[src/include/lsp_lsf_settings.svh]
`ifndef LSP_LSF_SETTINGS_SVH
`define LSP_LSF_SETTINGS_SVH

// Number of LPC coefficients per frame
`define LSP_LPC_ORDER 10

// Highest cosine table index, search starts one below
`define LSP_TABLE_LAST 64

// Scratch and table address widths
`define LSP_ADDR_WIDTH 11
`define LSP_ROM_ADDR_WIDTH 7

// Scratch location of LSP element 0
`define LSP_BASE_ADDR 11'd64

`endif
[src/source/lsp_lsf_pkg.sv]
package lsp_lsf_pkg;

	// Codec word types
	typedef logic signed [15:0] word16_t;
	typedef logic signed [31:0] word32_t;

	// One table word, cosine in the upper half
	typedef struct packed
	{
		word16_t cos;
		word16_t slope;
	} table_entry_t;

endpackage

[src/source/lsf_interp.sv]
`timescale 1ns/1ns
`include "lsp_lsf_settings.svh"

module lsf_interp
	import lsp_lsf_pkg::*;
(
	input  logic                           clock,
	input  logic                           arst_n,
	input  logic                           in_valid,
	input  word16_t                        lsp,
	input  word16_t                        cos,
	input  word16_t                        slope,
	input  logic [`LSP_ROM_ADDR_WIDTH-1:0] index,
	output logic                           out_valid,
	output word16_t                        lsf
);
	localparam word32_t L_MAX = 32'h7fff_ffff;
	localparam word32_t L_MIN = 32'h8000_0000;

	////////////////////
	// Codec arithmetic

	// Clip a 17-bit result to 16 bits
	function automatic word16_t sat16(input logic signed [16:0] x);
		if (x > 17'sd32767)
			return 16'sh7fff;
		if (x < -17'sd32768)
			return 16'sh8000;
		return x[15:0];
	endfunction

	// Fractional product, only -1 * -1 overflows
	function automatic word32_t l_mult(input word16_t a, input word16_t b);
		word32_t p;
		p = a * b;
		if (p == 32'sh4000_0000)
			return L_MAX;
		return p <<< 1;
	endfunction

	function automatic word32_t l_shl3(input word32_t x);
		if (x > (L_MAX >>> 3))
			return L_MAX;
		if (x < (L_MIN >>> 3))
			return L_MIN;
		return x <<< 3;
	endfunction

	// Add half an LSB of the high word, keep the high word
	function automatic word16_t round16(input word32_t x);
		logic signed [32:0] s;
		s = 33'(x) + 33'sd32768;
		if (s > 33'(L_MAX))
			return 16'sh7fff;
		return s[31:16];
	endfunction

	////////////////////
	// Pipeline

	logic                           valid_1;
	word16_t                        diff;
	word32_t                        prod_q;
	logic [`LSP_ROM_ADDR_WIDTH-1:0] index_q;
	word16_t                        rounded;
	word16_t                        index_shl;

	assign diff      = sat16(17'(lsp) - 17'(cos));
	assign rounded   = round16(l_shl3(prod_q));
	assign index_shl = word16_t'(index_q) <<< 8;

	always_ff @(posedge clock or negedge arst_n)
	begin
		if (!arst_n)
		begin
			valid_1   <= 1'b0;
			out_valid <= 1'b0;
		end
		else
		begin
			valid_1   <= in_valid;
			out_valid <= valid_1;
		end
	end

	// Stage 1 product, stage 2 scaled result plus segment offset
	always_ff @(posedge clock)
	begin
		prod_q  <= l_mult(diff, slope);
		index_q <= index;
		lsf     <= sat16(17'(rounded) + 17'(index_shl));
	end
endmodule

[config.mk]
export PLATFORM = sky130hd
export DESIGN_NAME = lsf_interp
export DESIGN_NICKNAME = d
export VERILOG_FILES = /design/src/source/lsp_lsf_pkg.sv /design/src/source/lsf_interp.sv
export VERILOG_INCLUDE_DIRS = /design/src /design/src/include
export SDC_FILE = /design/constraint.sdc
export NUM_CORES = 1
export LEC_CHECK = 0
export BUFFER_PORTS_ARGS = -buffer_cell sky130_fd_sc_hd__clkbuf_2
export CORE_ASPECT_RATIO = 1.25
export CORE_MARGIN = 8
export CORE_UTILIZATION = 55
export CTS_CLUSTER_SIZE = 20
export DETAILED_ROUTE_END_ITERATION = 10
export MAX_ROUTING_LAYER = met4
export PLACE_DENSITY = 0.79
export SLEW_MARGIN = 5
export SYNTH_ARGS = -nofsm -noshare
export SYNTH_HDL_FRONTEND = slang
export SYNTH_SLANG_ARGS = --single-unit
[constraint.sdc]
create_clock -name clock -period 4.9 [get_ports clock]
set_input_delay 0.49 -clock clock [delete_from_list [all_inputs] [get_ports clock]]
set_output_delay 0.49 -clock clock [all_outputs]
set_load 0.005 [all_outputs]
==> results of run 1 <==
## cells in the mapped netlist (all sizes together), types with 4 or more instances
cell	n	area share, %
dfxtp	43	6.4
buf	23	1.0
nor2b	6	0.28
nand2	197	5.5
xor2	21	1.4
a31oi	9	0.47
nand4	15	0.70
o211ai	7	0.39
o31ai	4	0.22
maj3	5	0.38
and2	124	5.8
xnor2	34	2.3
and3	5	0.23
o21ai	49	1.8
nand3	10	0.37
or3	5	0.23
clkbuf	32	0.90
o21bai	7	0.39
inv	365	10
a21o	28	1.6
nor3	14	0.52
ha	107	10
fa	264	39
nand2b	13	0.61
a21oi	55	2.1
a211oi	13	0.76
o21a	12	0.68
nor2	45	1.3
## worst max-delay path: cells and delay by family
family	cells	cell delay (ns)
AO/OA/AOI/OAI	12	2.30
buffers and inverters	14	1.55
AND/OR/NAND/NOR	6	0.53
adder cells (fa/ha/maj)	9	3.78
## cell type report
type,instances,share of cell area [%]
timing repair buffer,405,17.84
antenna,1,0.01376
tap,330,2.271
multi-input combinational,1109,66.43
clock inverter,2,0.07570
inverter,365,7.577
clock buffer,6,0.7639
sequential,45,5.024
## flip-flops by register name (all words and copies together) (netlist names)
signal	flops
index_q	7
lsf	16
out_valid	1
prod_q	20
valid_1	1
## worst paths after layout
path | to | cells after the start | slack [ns] | from
worst max-delay path | prod_q[15] | 41 | -3.54 | lsp[0]
worst min-delay path | index_q[1] | 1 | 0.30 | index[1]
worst max register to register | lsf[5] | 22 | 0.29 | prod_q[28]
worst min register to register | out_valid | 0 | 0.36 | valid_1
max in group asynchronous | valid_1 | 2 | 4.29 | arst_n
min in group asynchronous | out_valid | 2 | 0.52 | arst_n
## timing repair
action,in CTS,in global routing
gates cloned,6,1
pin swaps,113,76
setup buffers,52,16
endpoints found under the setup margin,35,35
endpoints found under the hold margin,2,0
resized for setup,192,57
hold buffers,1,0
## through the flow
| step | utilization (%) | worst slack [ns] |
|---|---|---|
| floorplan | - | -3.271 |
| global placement | 67.02 | -4.045 |
| detailed placement | 67.02 | -4.298 |
| CTS | 73.44 | -3.314 |
| global route | 74.93 | -3.743 |
| finish | 74.93 | -3.535 |
## layer usage
| metal | up-vias | GRT usage [%] | share of wire [%] |
|---|---|---|---|
| li1 | 5562 | - | - |
| met1 | 6144 | 29.55 | 34 |
| met2 | 670 | 53.38 | 52 |
| met3 | 270 | 4.376 | 6.9 |
| met4 | 0 | 17.61 | 7.3 |
| met5 | - | - | 0 |
## cells by family (layout without fill, tap and decap cells)
| group | Yosys count | after routing | share of synthesized area [%] |
|---|---|---|---|
| fa+ha+maj | 376 | 379 | 49.76 |
| other cells | 0 | 1 | 0 |
| mux | 3 | 3 | 0.2238 |
| xor+xnor | 56 | 56 | 3.815 |
| buf+inv | 420 | 778 | 12.11 |
| compound gates | 219 | 219 | 10.78 |
| flops | 45 | 45 | 6.790 |
| simple gates | 451 | 452 | 16.53 |
==> flow_summary.toml, run 1 <==
[sta]
post-route-period-util_pct = 172.1
min_clock_period_post_route_ns = 8.435
timing.final.hold_violations = 0
fin_worst_skew_ns = 0.002930
finalSetupViolations = 20
timing.setup.tns_ns = -70.34
postLayoutSetupSlackWorst_ns = -3.535
timing.hold.ws_ns = 0.2987
slew_violations = 0
worst_margin_slew_ns = 0.5636
clock.fmax_ghz = 0.1185
timing.max_slew.rel_slack_pct = 62.18
rsz_0062_raised_after_global_routing = "true"

[synthesis]
ys.warnings.count = 0
synthesis.area_um2 = 13420
proportion_of_register_bits_with_asynchronous_set_or_reset_after_synthesis_pct = 4.444
netlist-cell-type-count = 71
synth_enable_flop_cells = 0
synth-seq-cells = 45
syn_nets = 1999
ys_dominant_reg_cell = "dfxtp_1"
netlist_instances = 1570
syn_area_per_cell_um2 = 8.545
sequential_element_share_of_the_synthesized_area_pct = 6.790

[die]
initial_utilization_pct = 55.29
fp.dieH_um = 190.6
io-pin-count = 75
chipWidth_um = 155.7
core.rowCount = 64
die_area_um2 = 29680
core_um2 = 24260

[cts]
tritoncts_clock_tree = "built"
total_cts_buffers = 5
cts-root-to-sink-buffers = 2
cts.sinks = 45
clk_pin_slew_worst_paths_ns = 0.06
cts-root-buf = "clkbuf_16"
cts-htree-levels = 2
clk_latency_worst_skew_pair_ns = 0.29

[routing]
dr.first_iter.drc_count = 814
avgViaCountPerCell = 5.588
detail_route.drc_violations = 0
drtPass1Iterations = 6
vias = 12650
route.final.wire_length_um = 42610
antenna_violating_nets_post_route = 0
route.detailed.wl_per_inst_um = 18.83

[grt]
grt_start_max_net_pins = 16
number_of_antenna_violations_at_the_first_check_in_global_routing = 1
grt_pass1_wl_um = 67500
overflow = 0
grt_pass1_vias = 14070
track_usage_pct = 29.46

[worst_setup_path]
worst-endpoint-required_ns = 5.13
worstPathArrival_ns = 8.67
critPathLaunchType = "input pin"
endpoint_kind_of_the_worst_setup_timing_path = "flip-flop"
crit_path_top_delay_cell = "fa_2"
worstSetupPathType = "input pin to flip-flop"
critical-path-max-stage-delay_ns = 0.57
crit_top_cell = "fa_2"
path_max_fanout = 8

[placement]
post-place-cells = 2179
gpl.final_weighted_congestion = 0.9382
detailedPlacementHpwl_um = 30320
port_buffers = 74
placed_area_um2 = 16260

[cells_and_area]
multi_input_area_um2 = 12080
instances_no_fill = 2263
ff_latch_area_um2 = 913.4
mostFrequentLayoutCells = "336 x inv_1, 283 x buf_4, 240 x fa_1"
post_route_cells_drive_above_1_share_pct = 33.07
fin_area_um2 = 18180
layout-area-overhead-vs-synth_pct = 35.53
fillerInstances = 1505
nets = 2360
leading_cell_type_in_the_layout_fill_and_taps_excluded = "inv_1"

[run]
drv_cap = 0

[min_path]
worst_min_path_class = "input pin to flip-flop"

[run_status]
run_status = "finished, violations left"
violations = "setup timing"
Power of run 1 is not shown: default switching activity piles up to over one toggle a cycle in this logic, so the estimate is an artifact.
==> run 2, diff against run 1 <==
--- a/config.mk
+++ b/config.mk
@@ -14,6 +14,7 @@
 export DETAILED_ROUTE_END_ITERATION = 10
 export MAX_ROUTING_LAYER = met4
 export PLACE_DENSITY = 0.79
+export REMOVE_ABC_BUFFERS = 1
 export SLEW_MARGIN = 5
 export SYNTH_ARGS = -nofsm -noshare
 export SYNTH_HDL_FRONTEND = slang
==> run 2 against run 1 <==
  * The flow still finishes with violations (setup timing)
  * Wire length up 2.4%
  * Register-to-register slack better by 0.05 ns
  * Sequential share of layout area grew 0.11 points
  * Die area did not move
  * Clock skew hardly changed
  * Fmax is 2.0% lower
  * First-iteration DRC count up 5.4%
  * Critical path type unchanged
  * Highest routed layer unchanged
==> flow_summary.toml, run 2 (synthesized netlist as in run 1, its figures left out) <==
[cells_and_area]
nets = 2353
post_route_cells_drive_above_1_share_pct = 31.90
leading_cell_type_in_the_layout_fill_and_taps_excluded = "inv_1"
register_with_the_most_flip_flops = "prod_q"
largest_register_ffs = 20
fin_area_um2 = 17840
layout-area-overhead-vs-synth_pct = 32.96
mostFrequentLayoutCells = "341 x inv_1, 289 x buf_4, 245 x fa_1"
reg_top3 = "prod_q x20, lsf x16, index_q x7"
antennaDiodeCount = 0

[sta]
postLayoutSetupSlackWorst_ns = -3.707
timing.max_slew.rel_slack_pct = 62.66
fin_worst_skew_ns = 0.003245
post-route-period-util_pct = 175.7
timing.hold.ws_ns = 0.3036
worst_margin_slew_ns = 0.5543
slew_violations = 0
clock.fmax_ghz = 0.1162
min_clock_period_post_route_ns = 8.607
timing.final.hold_violations = 0
rsz_0062_raised_after_global_routing = "true"
finalSetupViolations = 20

[cts]
cts.sinks = 45
cts-root-to-sink-buffers = 2
tritoncts_clock_tree = "built"
cts-htree-levels = 2
total_cts_buffers = 5
cts-root-buf = "clkbuf_16"
clk_latency_worst_skew_pair_ns = 0.29
clk_pin_slew_worst_paths_ns = 0.06

[routing]
antenna_violating_nets_post_route = 0
drtPass1Iterations = 6
vias = 12730
avgViaCountPerCell = 5.643
dr.first_iter.drc_count = 858
detail_route.drc_violations = 0
route.final.wire_length_um = 43650
route.detailed.wl_per_inst_um = 19.36

[placement]
gpl.final_weighted_congestion = 0.9669
detailedPlacementHpwl_um = 30600
placed_area_um2 = 16000
port_buffers = 74

[grt]
track_usage_pct = 26.39
grt_start_max_net_pins = 17
overflow = 0
grt_pass1_wl_um = 61890
number_of_antenna_violations_at_the_first_check_in_global_routing = 0
grt_pass1_vias = 13470

[die]
fp.dieH_um = 190.6
die_area_um2 = 29680
chipWidth_um = 155.7
core_um2 = 24260
io-pin-count = 75
initial_utilization_pct = 55.29
core.rowCount = 64

[run_status]
run_status = "finished, violations left"
violations = "setup timing"

[min_path]
count_of_cells_along_the_worst_hold_path = 1
worst_min_path_class = "input pin to flip-flop"

[worst_setup_path]
worst-endpoint-required_ns = 5.13
endpoint_kind_of_the_worst_setup_timing_path = "flip-flop"
worstRegToRegCells = 23
critPathLaunchType = "input pin"
crit_top_cell = "fa_1"
worstPathArrival_ns = 8.83
crit_path_top_delay_cell = "fa_2"
path_max_fanout = 8
worstSetupPathType = "input pin to flip-flop"
critical-path-max-stage-delay_ns = 0.56

[run]
drv_cap = 0
run 2: changes by cell type in the layout (fill, tap and decap cells not counted), sizes merged:
cell      delta
buf          +2
clkbuf       -4
clkinv       -2
clkinvlp     +1
diode        -1
maj3         -3
nand2b       -1
run 2: worst paths after layout:
kind                            start          to  slack (ns)
setup / recovery              lsp[10]  prod_q[28]       -3.71
hold / removal               index[0]  index_q[0]        0.30
setup reg to reg           prod_q[28]      lsf[9]        0.34
hold reg to reg               valid_1   out_valid        0.36
max in group asynchronous      arst_n     valid_1        4.28
min in group asynchronous      arst_n   out_valid        0.53
run 2: what timing repair did:
action                     CTS  global route
hold buffers                 1             0
hold endpoints to repair     2             0
pin swaps                  109           167
setup endpoints to repair   33            35
cloned                       5             2
setup buffers               21            34
gates resized for setup    114           172
run 2: critical path, delay by kind of cell:
kind	cells	cell delay [ns]
fa+ha+maj	8	3.51
compound gates	9	2.02
simple gates	8	1.44
buf+inv	10	1.15
xor+xnor	1	0.20
run 2: area by class of cell:
| class | instances | area, µm² |
|---|---|---|
| clock inverters | 1 | 7.507 |
| multi-input cells | 1105 | 11940 |
| well taps | 330 | 412.9 |
| fillers | 1520 | 6426 |
| flip-flops and latches | 45 | 915.9 |
| repair buffers | 402 | 3044 |
| clock buffers | 7 | 142.6 |
| inverters | 365 | 1375 |
run 2: layer usage:
layer / wire (µm) / track usage [%]
met3: 3092 / 2.766
met4: 3329 / 12.45
met1: 14600 / 26.81
met2: 22620 / 49.78
met5: 0 / -
run 2: metrics by stage:
stage	setup TNS [ns]	worst slack [ns]	utilization, %	instances
after global routing	-80.19	-4.032	73.51	2255
after detailed placement	-81.94	-4.102	65.95	2188
final	-73.73	-3.707	73.51	2255
after CTS	-66.95	-3.373	69.64	2222
after global placement	-77.67	-3.905	65.95	2188
after floorplan	-90.13	-4.424	-	1515
Power of run 2 is left out for the same reason.
==> run 3, diff against run 2 <==
--- a/config.mk
+++ b/config.mk
@@ -9,11 +9,11 @@
 export BUFFER_PORTS_ARGS = -buffer_cell sky130_fd_sc_hd__clkbuf_2
 export CORE_ASPECT_RATIO = 1.25
 export CORE_MARGIN = 8
-export CORE_UTILIZATION = 55
+export CORE_UTILIZATION = 40
 export CTS_CLUSTER_SIZE = 20
 export DETAILED_ROUTE_END_ITERATION = 10
 export MAX_ROUTING_LAYER = met4
-export PLACE_DENSITY = 0.79
+export PLACE_DENSITY = 0.61
 export REMOVE_ABC_BUFFERS = 1
 export SLEW_MARGIN = 5
 export SYNTH_ARGS = -nofsm -noshare
==> run 3 against run 2 <==
  * The run still ends with setup timing left
  * Die area up 34%
  * Flip-flop and latch count unchanged
  * Core utilization down 18 points
  * Via count down 7.6%
  * Highest routed layer unchanged
==> flow_summary.toml, run 3 (synthesized netlist as in run 1, its figures left out) <==
[placement]
pre_cts_slack_ns = -4.187
port_buffers = 74
detailedPlacementHpwl_um = 30350
gpl.final_weighted_congestion = 0.9148

[routing]
detail_route.drc_violations = 0
avgViaCountPerCell = 4.930
dr.first_iter.drc_count = 467
antenna_violating_nets_post_route = 0
drtPass1Iterations = 5
route.detailed.wl_per_inst_um = 15.52
route.final.wire_length_um = 37010
vias = 11760

[sta]
timing.hold.ws_ns = 0.3122
timing.max_slew.rel_slack_pct = 63.25
postLayoutSetupSlackWorst_ns = -3.497
slew_violations = 0
clock.fmax_ghz = 0.1191
worst_margin_slew_ns = 0.5454
timing.final.hold_violations = 0
finalSetupViolations = 20
fin_worst_skew_ns = 0.005683
rsz_0062_raised_after_global_routing = "true"
min_clock_period_post_route_ns = 8.397
post-route-period-util_pct = 171.4

[die]
die_area_um2 = 39690
io-pin-count = 75
chipWidth_um = 179.8
core.rowCount = 75
core_um2 = 33310
initial_utilization_pct = 40.27
fp.dieH_um = 220.8

[cts]
cts-root-buf = "clkbuf_16"
clk_latency_worst_skew_pair_ns = 0.28
cts.sinks = 45
total_cts_buffers = 5
cts-root-to-sink-buffers = 2
cts-htree-levels = 2
tritoncts_clock_tree = "built"
clk_pin_slew_worst_paths_ns = 0.05

[cells_and_area]
leading_cell_type_in_the_layout_fill_and_taps_excluded = "inv_1"
antennaDiodeCount = 0
reg_top3 = "prod_q x20, lsf x16, index_q x7"
post_route_cells_drive_above_1_share_pct = 34.15
largest_register_ffs = 20
fin_util_pct = 55.15
layout-area-overhead-vs-synth_pct = 36.94
register_with_the_most_flip_flops = "prod_q"
mostFrequentLayoutCells = "340 x inv_1, 307 x buf_4, 229 x fa_1"
nets = 2390

[worst_setup_path]
worst-endpoint-required_ns = 5.08
timing.rr.end = "lsf[8]"
crit_top_cell = "fa_1"
crit_start = "cos[9]"
regToRegStartpoint = "prod_q[31]"
worstRegToRegCells = 22
critPathLaunchType = "input pin"
path_max_fanout = 7
crit_path_top_delay_cell = "fa_1"
worstSetupPathType = "input pin to flip-flop"
critical-path-max-stage-delay_ns = 0.53
critical-path-top-delay-family = "adder cells"
endpoint_kind_of_the_worst_setup_timing_path = "flip-flop"
critical_path.n_buffers_inverters = 10
worstPathArrival_ns = 8.57
worst-r2r-setup-slack_ns = 0.37

[run_status]
violations = "setup timing"
run_status = "finished, violations left"

[grt]
grt_pass1_wl_um = 62930
number_of_antenna_violations_at_the_first_check_in_global_routing = 0
overflow = 0
grt_start_max_net_pins = 17
track_usage_pct = 19.49
grt_pass1_vias = 13060

[run]
drv_cap = 0

[min_path]
count_of_cells_along_the_worst_hold_path = 1
hold_path_end = "index_q[4]"
worst_min_path_class = "input pin to flip-flop"
hold_path.startpoint = "index[4]"
-- run 3: worst max path at each step --
stage / endpoint / slack [ns] / cells after the start
after global placement: prod_q[15] / -4.13 / 36
final: prod_q[31] / -3.50 / 35
after detailed placement: prod_q[15] / -4.19 / 36
after global routing: prod_q[31] / -3.71 / 36
after CTS: prod_q[15] / -3.32 / 35
after floorplan: prod_q[31] / -4.42 / 29
-- run 3: stage by stage --
stage	cell area [µm²]	std cells	TNS [ns]
floorplan	13160	1515	-90.13
finish	18370	2385	-69.46
global placement	16380	2302	-82.42
global route	18370	2385	-73.74
detailed placement	16380	2302	-85.09
CTS	17570	2355	-66.00
-- run 3: timing repair --
| action | in CTS | in global routing |
|---|---|---|
| pin swaps | 144 | 139 |
| hold endpoints to repair | 2 | 0 |
| gates resized for setup | 153 | 146 |
| buffers inserted | 37 | 32 |
| cloned | 7 | 0 |
| hold buffers | 1 | 0 |
| endpoints found under the setup margin | 35 | 35 |
-- run 3: layer usage --
metal	track usage, %	part of all wire [%]	wire length, µm
met3	1.692	2.9	1081
met1	21.44	40	14740
met4	6.594	4.0	1482
met5	-	0	0
met2	36.77	53	19710
-- run 3: worst register-to-register path: cells and delay by family (launching register included) --
family / cells / cell delay [ns]
simple gates: 5 / 1.12
flops: 1 / 0.42
compound gates: 11 / 1.95
buf+inv: 3 / 0.30
fa+ha+maj: 3 / 0.62
-- run 3: final cells by class --
cell class	count	area, µm²
Fill cell	2956	14940
Multi-Input combinational cell	1106	11960
Timing Repair Buffer	438	3465
Inverter	365	1373
Sequential cell	45	912.1
Tap cell	423	529.3
Clock buffer	8	136.4
Power of run 3 is left out for the same reason.
