$ cat src/include/lsp_lsf_settings.svh
`ifndef LSP_LSF_SETTINGS_SVH
`define LSP_LSF_SETTINGS_SVH

// Number of LPC coefficients per frame
`define LSP_LPC_ORDER 10

// Highest cosine table index, search starts one below
`define LSP_TABLE_LAST 64

// Scratch and table address widths
`define LSP_ADDR_WIDTH 11
`define LSP_ROM_ADDR_WIDTH 7

// Scratch location of LSP element 0
`define LSP_BASE_ADDR 11'd64

`endif
$ cat src/source/lsp_lsf_pkg.sv
package lsp_lsf_pkg;

	// Codec word types
	typedef logic signed [15:0] word16_t;
	typedef logic signed [31:0] word32_t;

	// One table word, cosine in the upper half
	typedef struct packed
	{
		word16_t cos;
		word16_t slope;
	} table_entry_t;

endpackage

$ cat src/source/scratch_if.sv
`timescale 1ns/1ns
`include "lsp_lsf_settings.svh"

interface scratch_if
	import lsp_lsf_pkg::*;
();
	logic [`LSP_ADDR_WIDTH-1:0] read_addr;
	logic [`LSP_ADDR_WIDTH-1:0] write_addr;
	word32_t                    write_data;
	logic                       write_en;
	word32_t                    read_data;

	// Controller side
	modport ctrl (
		output read_addr, write_addr, write_data, write_en,
		input  read_data
	);

	// Memory side
	modport mem (
		input  read_addr, write_addr, write_data, write_en,
		output read_data
	);
endinterface

$ cat src/source/lsf_convert.sv
`timescale 1ns/1ns
`include "lsp_lsf_settings.svh"

module lsf_convert
	import lsp_lsf_pkg::*;
(
	input  logic                           clock,
	input  logic                           arst_n,
	input  logic                           start,
	input  logic [`LSP_ADDR_WIDTH-1:0]     lsf_addr,
	scratch_if.ctrl                        mem,
	output logic [`LSP_ROM_ADDR_WIDTH-1:0] rom_addr,
	input  table_entry_t                   rom_entry,
	output logic                           in_valid,
	output word16_t                        lsp,
	output word16_t                        cos,
	output word16_t                        slope,
	output logic [`LSP_ROM_ADDR_WIDTH-1:0] index,
	input  logic                           out_valid,
	input  word16_t                        lsf,
	output logic                           done
);
	localparam int CNT_W = $clog2(`LSP_LPC_ORDER + 1);
	localparam logic [CNT_W-1:0] LAST_COEF = CNT_W'(`LSP_LPC_ORDER - 1);

	typedef enum logic [2:0] {IDLE, LOAD, SEARCH, ISSUE, DRAIN} state_t;

	state_t                         state;
	logic [CNT_W-1:0]               load_cnt;
	logic [CNT_W-1:0]               coef;
	logic [CNT_W-1:0]               res_cnt;
	logic [`LSP_ROM_ADDR_WIDTH-1:0] idx;
	logic [`LSP_ROM_ADDR_WIDTH-1:0] idx_next;
	word16_t                        lsp_regs [`LSP_LPC_ORDER];
	logic [`LSP_ADDR_WIDTH-1:0]     lsf_base;
	logic                           below;
	logic                           last_write;

	// Table entry still under the current LSP value
	assign below      = rom_entry.cos < lsp_regs[coef];
	assign last_write = out_valid && (res_cnt == '0);

	// ROM gets the next index so rom_entry tracks idx
	always_comb
	begin
		idx_next = idx;
		if (state == IDLE && start)
			idx_next = `LSP_ROM_ADDR_WIDTH'(`LSP_TABLE_LAST - 1);
		else if (state == SEARCH && below && idx != '0)
			idx_next = idx - 1'b1;
	end

	assign rom_addr = idx_next;

	////////////////////
	// Phase control

	always_ff @(posedge clock or negedge arst_n)
	begin
		if (!arst_n)
		begin
			state    <= IDLE;
			load_cnt <= '0;
			coef     <= LAST_COEF;
			idx      <= `LSP_ROM_ADDR_WIDTH'(`LSP_TABLE_LAST - 1);
		end
		else
		begin
			idx <= idx_next;
			case (state)
				IDLE:
				begin
					load_cnt <= '0;
					if (start)
						state <= LOAD;
				end
				LOAD:
				begin
					load_cnt <= load_cnt + 1'b1;
					if (load_cnt == CNT_W'(`LSP_LPC_ORDER))
					begin
						state <= SEARCH;
						coef  <= LAST_COEF;
					end
				end
				SEARCH:
				begin
					if (!below || idx == '0)
						state <= ISSUE;
				end
				ISSUE:
				begin
					coef  <= coef - 1'b1;
					state <= (coef == '0) ? DRAIN : SEARCH;
				end
				DRAIN:
				begin
					if (last_write)
						state <= IDLE;
				end
				default:
					state <= IDLE;
			endcase
		end
	end

	// Results arrive for element 9 first
	always_ff @(posedge clock or negedge arst_n)
	begin
		if (!arst_n)
		begin
			res_cnt <= LAST_COEF;
			done    <= 1'b0;
		end
		else
		begin
			done <= last_write;
			if (state == IDLE && start)
				res_cnt <= LAST_COEF;
			else if (out_valid)
				res_cnt <= res_cnt - 1'b1;
		end
	end

	// Read data lags the load address by one cycle
	always_ff @(posedge clock)
	begin
		if (state == IDLE && start)
			lsf_base <= lsf_addr;
		if (state == LOAD && load_cnt != '0)
			lsp_regs[load_cnt - 1'b1] <= mem.read_data[15:0];
	end

	////////////////////
	// Outputs

	assign in_valid = (state == ISSUE);
	assign lsp      = lsp_regs[coef];
	assign cos      = rom_entry.cos;
	assign slope    = rom_entry.slope;
	assign index    = idx;

	assign mem.read_addr  = `LSP_BASE_ADDR + `LSP_ADDR_WIDTH'(load_cnt);
	assign mem.write_en   = out_valid;
	assign mem.write_addr = lsf_base + `LSP_ADDR_WIDTH'(res_cnt);
	assign mem.write_data = word32_t'(lsf);
endmodule

$ cat src/flat_wrapper.sv
// flat-port wrapper written by rule: the top's interface ports become plain ports
module lsf_convert_flat import lsp_lsf_pkg::*;
  (clock, arst_n, start, lsf_addr, rom_addr, rom_entry, in_valid, lsp, cos, slope, index, out_valid, lsf, done, mem_read_addr, mem_write_addr, mem_write_data, mem_write_en, mem_read_data);
  scratch_if mem_i ();
  input  logic clock;
  input  logic arst_n;
  input  logic start;
  input  logic [`LSP_ADDR_WIDTH-1:0] lsf_addr;
  output logic [`LSP_ROM_ADDR_WIDTH-1:0] rom_addr;
  input  table_entry_t rom_entry;
  output logic in_valid;
  output word16_t lsp;
  output word16_t cos;
  output word16_t slope;
  output logic [`LSP_ROM_ADDR_WIDTH-1:0] index;
  input  logic out_valid;
  input  word16_t lsf;
  output logic done;
  output wire logic [$bits(mem_i.read_addr)-1:0] mem_read_addr;
  output wire logic [$bits(mem_i.write_addr)-1:0] mem_write_addr;
  output wire logic [$bits(mem_i.write_data)-1:0] mem_write_data;
  output wire logic [$bits(mem_i.write_en)-1:0] mem_write_en;
  input wire logic [$bits(mem_i.read_data)-1:0] mem_read_data;
  assign mem_read_addr = mem_i.read_addr;
  assign mem_write_addr = mem_i.write_addr;
  assign mem_write_data = mem_i.write_data;
  assign mem_write_en = mem_i.write_en;
  assign mem_i.read_data = mem_read_data;
  lsf_convert u_core (.clock(clock), .arst_n(arst_n), .start(start), .lsf_addr(lsf_addr), .mem(mem_i), .rom_addr(rom_addr), .rom_entry(rom_entry), .in_valid(in_valid), .lsp(lsp), .cos(cos), .slope(slope), .index(index), .out_valid(out_valid), .lsf(lsf), .done(done));
endmodule
$ cat config.mk
export PLATFORM = sky130hd
export DESIGN_NAME = lsf_convert_flat
export DESIGN_NICKNAME = d
export VERILOG_FILES = /design/src/source/lsp_lsf_pkg.sv /design/src/source/scratch_if.sv /design/src/source/lsf_convert.sv /design/src/flat_wrapper.sv
export VERILOG_INCLUDE_DIRS = /design/src /design/src/include
export SDC_FILE = /design/constraint.sdc
export NUM_CORES = 1
export LEC_CHECK = 0
export ABC_AREA = 1
export ABC_CLOCK_PERIOD_IN_PS = 3100
export BUFFER_PORTS_ARGS = -buffer_cell sky130_fd_sc_hd__buf_2
export CAP_MARGIN = 5
export CORE_MARGIN = 2
export CORE_UTILIZATION = 30
export CTS_BUF_LIST = sky130_fd_sc_hd__clkbuf_16
export CTS_CLUSTER_SIZE = 28
export DETAILED_ROUTE_END_ITERATION = 8
export PLACE_DENSITY_LB_ADDON = 0.05
export SKIP_CTS_REPAIR_TIMING = 1
export SYNTH_ARGS = -nofsm -noshare
export SYNTH_HDL_FRONTEND = slang
export SYNTH_SLANG_ARGS = --single-unit
$ cat constraint.sdc
create_clock -name clock -period 3.1 [get_ports clock]
set_input_delay 0 -clock clock [delete_from_list [all_inputs] [get_ports clock]]
set_output_delay 0 -clock clock [all_outputs]
set_load 0.1 [all_outputs]
==> results of run 1 <==
==> state kept, by name (all words and copies together) (netlist names) <==
name / cells
u_core.lsf_base: 11
u_core.state: 3
u_core.done: 1
u_core.load_cnt: 4
u_core.res_cnt: 4
u_core.coef: 4
u_core.lsp_regs: 160
u_core.index: 7
==> area by class of cell <==
type	count	area [um^2]
clock inverters	15	126
inverters	68	263
repair buffers	221	1870
multi-input cells	462	3040
well taps	390	488
clock buffers	17	425
flip-flops and latches	194	5720
fillers	2895	17900
==> per-stage QoR <==
stage | instance area, um^2 | instances | utilization | TNS (ps) | setup WS, ps
final | 11900 | 1367 | 0.401 | -2960 | -411
after floorplan | 9480 | 823 | - | -3920 | -577
after global placement | 10400 | 1271 | 0.348 | -148 | -24.9
after detailed placement | 10400 | 1271 | 0.348 | -6.54 | -6.54
after global routing | 11900 | 1367 | 0.401 | -4430 | -577
after CTS | 10900 | 1303 | 0.367 | -3540 | -516
==> cell usage in the layout, fill, tap and decap left out, types with 8 or more instances in the layout <==
cell type	count
nand2_2	8
o21ai_1	21
nor2_1	114
buf_2	100
o22ai_1	34
buf_12	19
dlygate4sd3_1	30
a21oi_1	8
ha_1	21
dfstp_2	10
buf_6	8
buf_4	55
nand4_1	11
nand3_4	20
nand3_1	12
nand2_1	72
xor2_1	10
inv_1	61
o21ai_0	50
dfrtp_1	12
clkbuf_16	23
o21ai_2	12
edfxtp_1	171
==> worst reg2reg max path: stages, from the launching register on <==
cell and delay (ps):
dfstp_2 600, buf_12 150, buf_12 130, buf_8 110, o21ai_2 60, o22ai_1 180
nand2_1 110, nand3_4 70, inv_2 50, ha_4 210, a21oi_2 100, nor2_1 50
a211oi_2 250, nand2_4 110, nand2_4 110, nand2_4 70, nand2_8 110, nand3_4 170
buf_4 220, buf_4 140, nand2_2 50, o21ai_2 40
==> metal layers <==
layer | global-route usage | wire (um) | vias to the layer above
li1 | - | - | 3054
met1 | 0.204 | 12000 | 3115
met2 | 0.247 | 12300 | 144
met3 | 0.0345 | 1140 | 35
met4 | 0.0430 | 368 | 0
met5 | 0 | 0 | -
==> logic make-up (layout without fill, tap and decap cells) <==
| group | after synthesis | in the layout | share of synthesized area |
|---|---|---|---|
| buffers and inverters | 167 | 321 | 0.0996 |
| DFF | 194 | 194 | 0.628 |
| AOI/OAI and AO/OA | 139 | 139 | 0.0847 |
| adders and majority gates | 31 | 31 | 0.0434 |
| other | 2 | 7 | 0.000824 |
| xor gates and xnor gates | 19 | 19 | 0.0183 |
| and+or+nand+nor | 266 | 266 | 0.126 |
==> path summary, 6_finish.rpt <==
kind,start,to,slack (ps),cells after the start
min in group asynchronous,arst_n,u_core.index[6],90,2
worst min register to register,u_core.state[2],u_core.state[2],490,1
worst max register to register,u_core.coef[0],u_core.state[0],-120,21
worst min-delay path,rom_entry[14],slope[14],0.04,0
max in group asynchronous,arst_n,u_core.load_cnt[0],2570,2
worst max-delay path,u_core.coef[0],rom_addr[6],-410,19
==> impl_metrics.yaml, run 1 <==
status:
  status: "complete, but fails checks"
  violations: "negative setup slack"
floorplan:
  dieArea_mm2: 0.0318
  rows: 63
  die_w_um: 178
  io_pins: 214
  start_util: 0.306
  die_y_um: 178
  core_mm2: 0.0298
synthesis:
  synth_flop_cell: "edfxtp_1"
  mappedNetlistArea_mm2: 0.00912
  syn_inst: 818
  synth-seq-cells: 194
  synth_area_leaders: "edfxtp_1 56%, buf_4 6.0%, nor2_1 4.8%"
  synth-seq-area-share: 0.628
  synthArstFlopShare: 0.119
  syn_avg_cell_area_um2: 11.1
  yosysTopAreaCellShare: 0.563
  netlist_top_cells_count: "171 x edfxtp_1, 116 x nor2_1, 83 x nand2_1"
  netlist-cell-type-count: 39
  ys_warn_count: 0
  synth_top_cell_by_area: "edfxtp_1"
  synth_edf_count: 171
  synth_most_common_cell: "edfxtp_1"
timing:
  slew_headroom: 0.529
  rsz0062_at_grt: "true"
  worst_slack_ps: -411
  hold_viol: 0
  post-route-period-util: 1.13
  worstMarginPinSlew_ps: 706
  setup_viol: 9
  slew_violations: 0
  skew_ps: 15.1
  holdWs_ps: 0.0386
  max_freq_ghz: 0.285
  post-route-min-period_ps: 3510
setup_path:
  required_ps: 3100
  cp_max_fo: 8
  start_kind: "flop"
  crit_arrival_ps: 3510
  cp_top_family: "compound AO/OA/AOI/OAI gates"
  worst_path_largest_cell_delay_ps: 600
  critPathBufInv: 5
  cp_slowest_cell: "dfstp_2"
  endpoint_kind: "primary output"
  crit_chain: "buf_12 > buf_12 > buf_8 > o21ai_2 > o22ai_1 > nand2_1 > nand3_4 > inv_2 > ha_4 > a21oi_2 > nor2_1 > a211oi_2 > nand2_4 > nand2_4 > nand2_4 > nand2_8 > nand4_1 > a21oi_4 > buf_12"
  criticalPathCategory: "flop to primary output"
clock_network:
  cts_tree: "done"
  clk_pin_slew_ps: 70
  clock_latency_ps: 440
  cts.sinks: 194
  clockBufferDepth: 2
  cts_buffers: 17
  cts-root-buf: "clkbuf_16"
  htreeDepth: 4
global_route:
  grt_overflow: 0
  grt_pass1_wl_um: 35500
  grtUsageTotal: 0.152
  grt_max_degree: 41
  antenna_found_initial: 0
  grt_pass1_vias: 6073
routing:
  drtIter0Drc: 416
  vias_per_cell: 4.64
  wirelength_um: 25800
  postRouteAntennaNets: 0
  drc: 0
  vias: 6348
  drt-pass1-iter-count: 4
  avgRoutedWirePerCell_um: 18.9
placement:
  hpwl_um: 15200
  portBuffers: 110
  gp_congestion: 0.770
layout:
  drive_gt1_frac: 0.330
  antenna_cells: 0
  finalNetCount: 1090
  area_delta_synth_final_pct: 31.0
min_path:
  hp-class: "input pin to primary output"
run:
  maxCapViolations: 0
Power of run 1 is not shown: default switching activity piles up to over one toggle a cycle in this logic, so the estimate is an artifact.
==> run 2, diff against run 1 <==
--- a/config.mk
+++ b/config.mk
@@ -6,13 +6,13 @@
 export SDC_FILE = /design/constraint.sdc
 export NUM_CORES = 1
 export LEC_CHECK = 0
-export ABC_AREA = 1
+export ABC_AREA = 0
 export ABC_CLOCK_PERIOD_IN_PS = 3100
 export BUFFER_PORTS_ARGS = -buffer_cell sky130_fd_sc_hd__buf_2
 export CAP_MARGIN = 5
 export CORE_MARGIN = 2
 export CORE_UTILIZATION = 30
-export CTS_BUF_LIST = sky130_fd_sc_hd__clkbuf_16
+export CTS_BUF_LIST = sky130_fd_sc_hd__clkbuf_4 sky130_fd_sc_hd__clkbuf_8 sky130_fd_sc_hd__clkbuf_16
 export CTS_CLUSTER_SIZE = 28
 export DETAILED_ROUTE_END_ITERATION = 8
 export PLACE_DENSITY_LB_ADDON = 0.05
==> run 2 against run 1 <==
Effect of this change: the flow still finishes with violations (negative setup slack); cell count down 15%; non-clock buffer count is 9 lower; routed wire length fell by 11%; register-to-register slack got worse by 590 ps; maximum frequency down 19%; worst hold slack about the same; die area rose by 0.13%; setup slack lost 810 ps; first-iteration DRC count shrank 27%; sequential share of layout area rose by 2.0 points; critical endpoint is now rom_addr[0].
==> impl_metrics.yaml, run 2 <==
synthesis:
  syn_inst: 618
  synth_flop_cell: "edfxtp_1"
  synth_area_leaders: "edfxtp_1 56%, mux4_2 7.4%, buf_4 6.0%"
  syn_avg_cell_area_um2: 14.8
  ys_warn_count: 0
  synth-seq-area-share: 0.627
  netlist_top_cells_count: "171 x edfxtp_1, 73 x buf_4, 36 x nand2_1"
  synth_edf_count: 171
  synth-seq-cells: 194
  synth_most_common_cell: "edfxtp_1"
  synth_top_cell_by_area: "edfxtp_1"
  netlist-cell-type-count: 50
  mappedNetlistArea_mm2: 0.00913
  yosysTopAreaCellShare: 0.562
  synthArstFlopShare: 0.119
layout:
  drive_gt1_frac: 0.388
  finalNetCount: 886
  max_flop_register: "u_core.lsp_regs"
  fin_cells: 1163
  area_delta_synth_final_pct: 25.6
  fillers: 2846
  final_common_cell: "edfxtp_1"
  mostFrequentLayoutCells: "171 x edfxtp_1, 102 x buf_2, 60 x buf_4"
  antenna_cells: 0
  largest_reg_flops: 160
setup_path:
  criticalPathCategory: "flop to primary output"
  cp_max_fo: 10
  start_kind: "flop"
  endpoint_kind: "primary output"
  required_ps: 3100
  rr_endpoint: "u_core.state[0]"
  cp_slowest_cell: "dfstp_2"
  crit_chain: "buf_4 > clkbuf_16 > mux4_2 > mux2_2 > o21ai_2 > ha_1 > and3_4 > nand4_1 > buf_4 > a2bb2oi_1 > a211oi_4 > buf_12 > mux2i_4 > mux2i_4 > buf_12"
  worst_path_largest_cell_delay_ps: 590
  regToRegSetupSlack_ps: -710
  r2r_cells: 16
  cp_top_family: "multiplexers"
  crit_arrival_ps: 4320
  r2r_start: "u_core.coef[0]"
  critPathBufInv: 5
global_route:
  grtUsageTotal: 0.146
  grt_pass1_wl_um: 33400
  grt_max_degree: 24
  grt_pass1_vias: 5309
  antenna_found_initial: 0
  grt_overflow: 0
status:
  violations: "negative setup slack"
  status: "complete, but fails checks"
timing:
  slew_headroom: 0.571
  post-route-period-util: 1.39
  setup_viol: 15
  worst_slack_ps: -1220
  post-route-min-period_ps: 4320
  worstMarginPinSlew_ps: 635
  slew_violations: 0
  hold_viol: 0
  max_freq_ghz: 0.232
  final.setup.tns_ps: -13240
  rsz0062_at_grt: "true"
  skew_ps: 14.9
clock_network:
  cts-root-buf: "clkbuf_16"
  cts_buffers: 17
  cts_tree: "done"
  clk_pin_slew_ps: 70
  clockBufferDepth: 2
  clock_latency_ps: 440
  cts.sinks: 194
  htreeDepth: 4
routing:
  drt-pass1-iter-count: 5
  postRouteAntennaNets: 0
  drtIter0Drc: 303
  avgRoutedWirePerCell_um: 19.8
  vias_per_cell: 4.58
  wirelength_um: 23000
  drc: 0
  vias: 5323
min_path:
  hp-class: "input pin to primary output"
  whs_path_depth: 0
  min_from: "rom_entry[6]"
  min_to: "slope[6]"
pwr:
  irDropWorstVdd_v: 0.000824
  p_leak_nw: 4.40
  cellPowerDensity_mw_per_mm2: 1080
floorplan:
  rows: 63
  core_mm2: 0.0298
  dieArea_mm2: 0.0318
  start_util: 0.306
  io_pins: 214
  die_y_um: 178
  die_w_um: 178
placement:
  portBuffers: 110
  placed_cells: 1097
  hpwl_um: 15500
  gp_congestion: 0.715
run:
  maxCapViolations: 0
## run 2: final cells by class
cell class              count  area [um^2]  share of cell area
well taps                 390          488              0.0426
repair buffers            212         1640               0.143
clock inverters            13          171              0.0149
clock buffers              19          440              0.0384
multi-input cells         302         2880               0.251
inverters                  33          124              0.0108
flip-flops and latches    194         5720               0.499
## run 2: stage by stage
| stage | total power, mW | utilization | area (um^2) | worst slack [ps] | hold WS [ps] |
|---|---|---|---|---|---|
| 5_1_grt | 13.0 | 0.385 | 11500 | -1410 | 0.259 |
| 6_report | 12.4 | 0.385 | 11500 | -1220 | 0.0439 |
| 4_1_cts | 12.4 | 0.372 | 11100 | -1430 | -448 |
| 3_3_place_gp | 10.1 | 0.351 | 10500 | -932 | 0.739 |
| 3_5_place_dp | 10.1 | 0.351 | 10500 | -952 | 0.739 |
| 2_1_floorplan | 8.45 | - | 9360 | -1050 | -296 |
## run 2: logic make-up after synthesis
| logic type | synth area share |
|---|---|
| AOI/OAI and AO/OA | 0.0367 |
| adders and majority gates | 0.0433 |
| and+or+nand+nor | 0.0636 |
| other | 0.000823 |
| muxes | 0.135 |
| xor gates and xnor gates | 0.0115 |
| DFF | 0.627 |
| buffers and inverters | 0.0826 |
## run 2: routing by layer
metal	GRT usage	share of wire
met1	0.193	0.46
met3	0.0273	0.040
met4	0.0420	0.013
met5	0	0
met2	0.244	0.49
## run 2: worst max-delay path by stage
| stage | from | slack [ps] | to | depth (start not counted) |
|---|---|---|---|---|
| floorplan | u_core.coef[0] | -1050 | u_core.index[0] | 12 |
| global placement | u_core.coef[0] | -930 | rom_addr[1] | 14 |
| detailed placement | u_core.coef[0] | -950 | rom_addr[1] | 14 |
| CTS | u_core.coef[0] | -1430 | rom_addr[1] | 14 |
| global route | u_core.coef[0] | -1410 | rom_addr[1] | 15 |
| finish | u_core.coef[0] | -1220 | rom_addr[0] | 15 |
## run 2: power breakdown
group	internal, mW	switching (mW)	leakage, nW	total (mW)
combinational	2.21	4.34	2.28	6.55
clock	1.18	1.07	0.296	2.25
sequential	3.29	0.271	1.82	3.57
Power figures use the tool's default switching activity.
==> run 3, diff against run 2 <==
--- a/config.mk
+++ b/config.mk
@@ -8,14 +8,14 @@
 export LEC_CHECK = 0
 export ABC_AREA = 0
 export ABC_CLOCK_PERIOD_IN_PS = 3100
-export BUFFER_PORTS_ARGS = -buffer_cell sky130_fd_sc_hd__buf_2
 export CAP_MARGIN = 5
 export CORE_MARGIN = 2
 export CORE_UTILIZATION = 30
 export CTS_BUF_LIST = sky130_fd_sc_hd__clkbuf_4 sky130_fd_sc_hd__clkbuf_8 sky130_fd_sc_hd__clkbuf_16
 export CTS_CLUSTER_SIZE = 28
 export DETAILED_ROUTE_END_ITERATION = 8
-export PLACE_DENSITY_LB_ADDON = 0.05
+export DONT_BUFFER_PORTS = 1
+export PLACE_DENSITY_LB_ADDON = 0.2
 export SKIP_CTS_REPAIR_TIMING = 1
 export SYNTH_ARGS = -nofsm -noshare
 export SYNTH_HDL_FRONTEND = slang
==> run 3 against run 2 <==
Effect of this change: the flow still finishes with violations (negative setup slack); maximum frequency shrank 2.1%; first-iteration DRC count grew 22%; routed wire length shrank 4.0%; global-route usage shrank 0.53 points; clock power shrank 2%; non-clock buffer count shrank 58; cell count shrank 4.8%; sequential power shrank 1%; sequential share of layout area grew 0.15 points; via count shrank 3.2%; core utilization shrank 0.11 points; flip-flop and latch count is the same; largest power group unchanged; highest routed layer is now met5.
==> impl_metrics.yaml, run 3 (same netlist as run 2, synthesis figures left out) <==
floorplan:
  rows: 63
  start_util: 0.306
  core_mm2: 0.0298
  die_w_um: 178
  dieArea_mm2: 0.0318
  die_y_um: 178
  io_pins: 214
pwr:
  cellPowerDensity_mw_per_mm2: 1120
  p_int_mw: 7.08
  p_leak_nw: 4.27
  irDropWorstVdd_v: 0.00109
  power.share.sequential: 0.276
  pwr-share-comb: 0.551
  power_switching_mw: 5.68
  switching_share: 0.445
  clkPwrFrac: 0.174
run:
  maxCapViolations: 0
setup_path:
  start_kind: "flop"
  r2r_start: "u_core.coef[0]"
  crit_chain: "buf_12 > buf_12 > buf_4 > mux4_2 > mux2_2 > o21ai_2 > ha_1 > nand4_1 > o21ai_1 > a2bb2oi_2 > a211oi_4 > buf_12 > mux2i_4 > mux2i_4 > buf_12"
  regToRegSetupSlack_ps: -850
  cpMostUsedCell: "buf_12"
  endpoint_kind: "primary output"
  cp_slowest_cell: "dfstp_2"
  crit_arrival_ps: 4410
  critPathBufInv: 5
  rr_endpoint: "u_core.index[0]"
  criticalPathCategory: "flop to primary output"
  cp_top_family: "multiplexers"
  worst_path_largest_cell_delay_ps: 570
  r2r_cells: 15
  required_ps: 3100
  cp_max_fo: 9
global_route:
  grt_max_degree: 24
  grtUsageTotal: 0.141
  antenna_found_initial: 3
  grt_overflow: 0
  grt_pass1_wl_um: 32400
  grt_pass1_vias: 5276
min_path:
  min_to: "mem_write_data[12]"
  min_from: "lsf[12]"
  hp-class: "input pin to primary output"
  whs_path_depth: 0
timing:
  slew_violations: 0
  hold_viol: 0
  setup_viol: 15
  final.setup.tns_ps: -14530
  worst_slack_ps: -1310
  rsz0062_at_grt: "true"
  worstMarginPinSlew_ps: 898
  max_freq_ghz: 0.227
  post-route-min-period_ps: 4410
  skew_ps: 11.5
  slew_headroom: 0.402
  post-route-period-util: 1.42
clock_network:
  clock_latency_ps: 440
  clockBufferDepth: 2
  htreeDepth: 4
  cts_buffers: 17
  cts_tree: "done"
  clk_pin_slew_ps: 70
  cts-root-buf: "clkbuf_16"
  cts.sinks: 194
layout:
  multi_input_area_mm2: 0.00291
  final_common_cell: "edfxtp_1"
  max_flop_register: "u_core.lsp_regs"
  seqCellArea_mm2: 0.00572
  finalNetCount: 828
  fillers: 2773
  drive_gt1_frac: 0.345
  area_delta_synth_final_pct: 25.2
  largest_reg_flops: 160
  mostFrequentLayoutCells: "171 x edfxtp_1, 93 x buf_4, 36 x nand2_1"
routing:
  drtIter0Drc: 371
  vias: 5155
  drc: 0
  vias_per_cell: 4.66
  wirelength_um: 22100
  postRouteAntennaNets: 0
  drt-pass1-iter-count: 6
  avgRoutedWirePerCell_um: 20.0
status:
  status: "complete, but fails checks"
  violations: "negative setup slack"
placement:
  dp_worst_setup_slack_ps: -919
  gp_congestion: 0.751
  hpwl_um: 14900
  portBuffers: 0
[run 3: cell count changes in the layout (fill, tap and decap cells not counted), moves of 3 or more]
cell      change
buf_6         +3
xnor2_1       -3
clkbuf_4      -3
buf_12       +10
o21ai_2       -3
buf_2       -102
o21ai_1       +3
buf_4        +33
xnor2_2       +3
[run 3: worst max-delay path by stage]
stage / cells past startpoint / to / start / slack [ps]
4_1_cts: 15 / rom_addr[1] / u_core.coef[0] / -1430
6_report: 15 / rom_addr[1] / u_core.coef[0] / -1310
3_3_place_gp: 15 / rom_addr[0] / u_core.coef[0] / -890
5_1_grt: 15 / rom_addr[1] / u_core.coef[0] / -1430
3_5_place_dp: 15 / rom_addr[1] / u_core.coef[0] / -920
2_1_floorplan: 12 / u_core.index[0] / u_core.coef[0] / -1050
[run 3: power groups by stage]
stage	Sequential [mW]	Combinational [mW]	Clock, mW
4_1_cts	3.52	6.87	2.28
5_1_grt	3.56	7.46	2.38
3_5_place_dp	3.58	6.85	0
6_report	3.52	7.03	2.21
3_3_place_gp	3.56	6.82	0
2_1_floorplan	3.70	4.75	0
[run 3: area by class of cell]
class,instances,area share
Clock buffer,17,0.0372
Multi-Input combinational cell,302,0.254
Clock inverter,15,0.0155
Inverter,33,0.0108
Sequential cell,194,0.501
Timing Repair Buffer,154,0.138
Antenna cell,2,0.000438
Tap cell,390,0.0427
[run 3: worst reg2reg max path: cells and delay by family, from the launching register on]
family,cells,cell delay [ps]
buffers and inverters,5,730
adder cells (fa/ha/maj),1,260
multiplexers,4,1460
AO/OA/AOI/OAI,4,690
AND/OR/NAND/NOR,1,180
flip-flops,1,570
[run 3: per-layer routing]
layer / global-route usage / share of wire / up-vias
met1: 0.174 / 0.43 / 2602
met2: 0.233 / 0.48 / 144
met5: 0 / 0.00059 / -
met4: 0.0390 / 0.012 / 2
li1: - / - / 2379
met3: 0.0497 / 0.070 / 28
[run 3: per-stage QoR]
stage	hold WS (ps)	power, mW	utilization	std cells	cell area [um^2]
global placement	-294	10.4	0.348	1032	10400
finish	0.0386	12.8	0.384	1107	11400
CTS	-771	12.7	0.368	1064	11000
global route	0.113	13.4	0.384	1105	11400
floorplan	-296	8.45	-	623	9360
detailed placement	-294	10.4	0.348	1032	10400
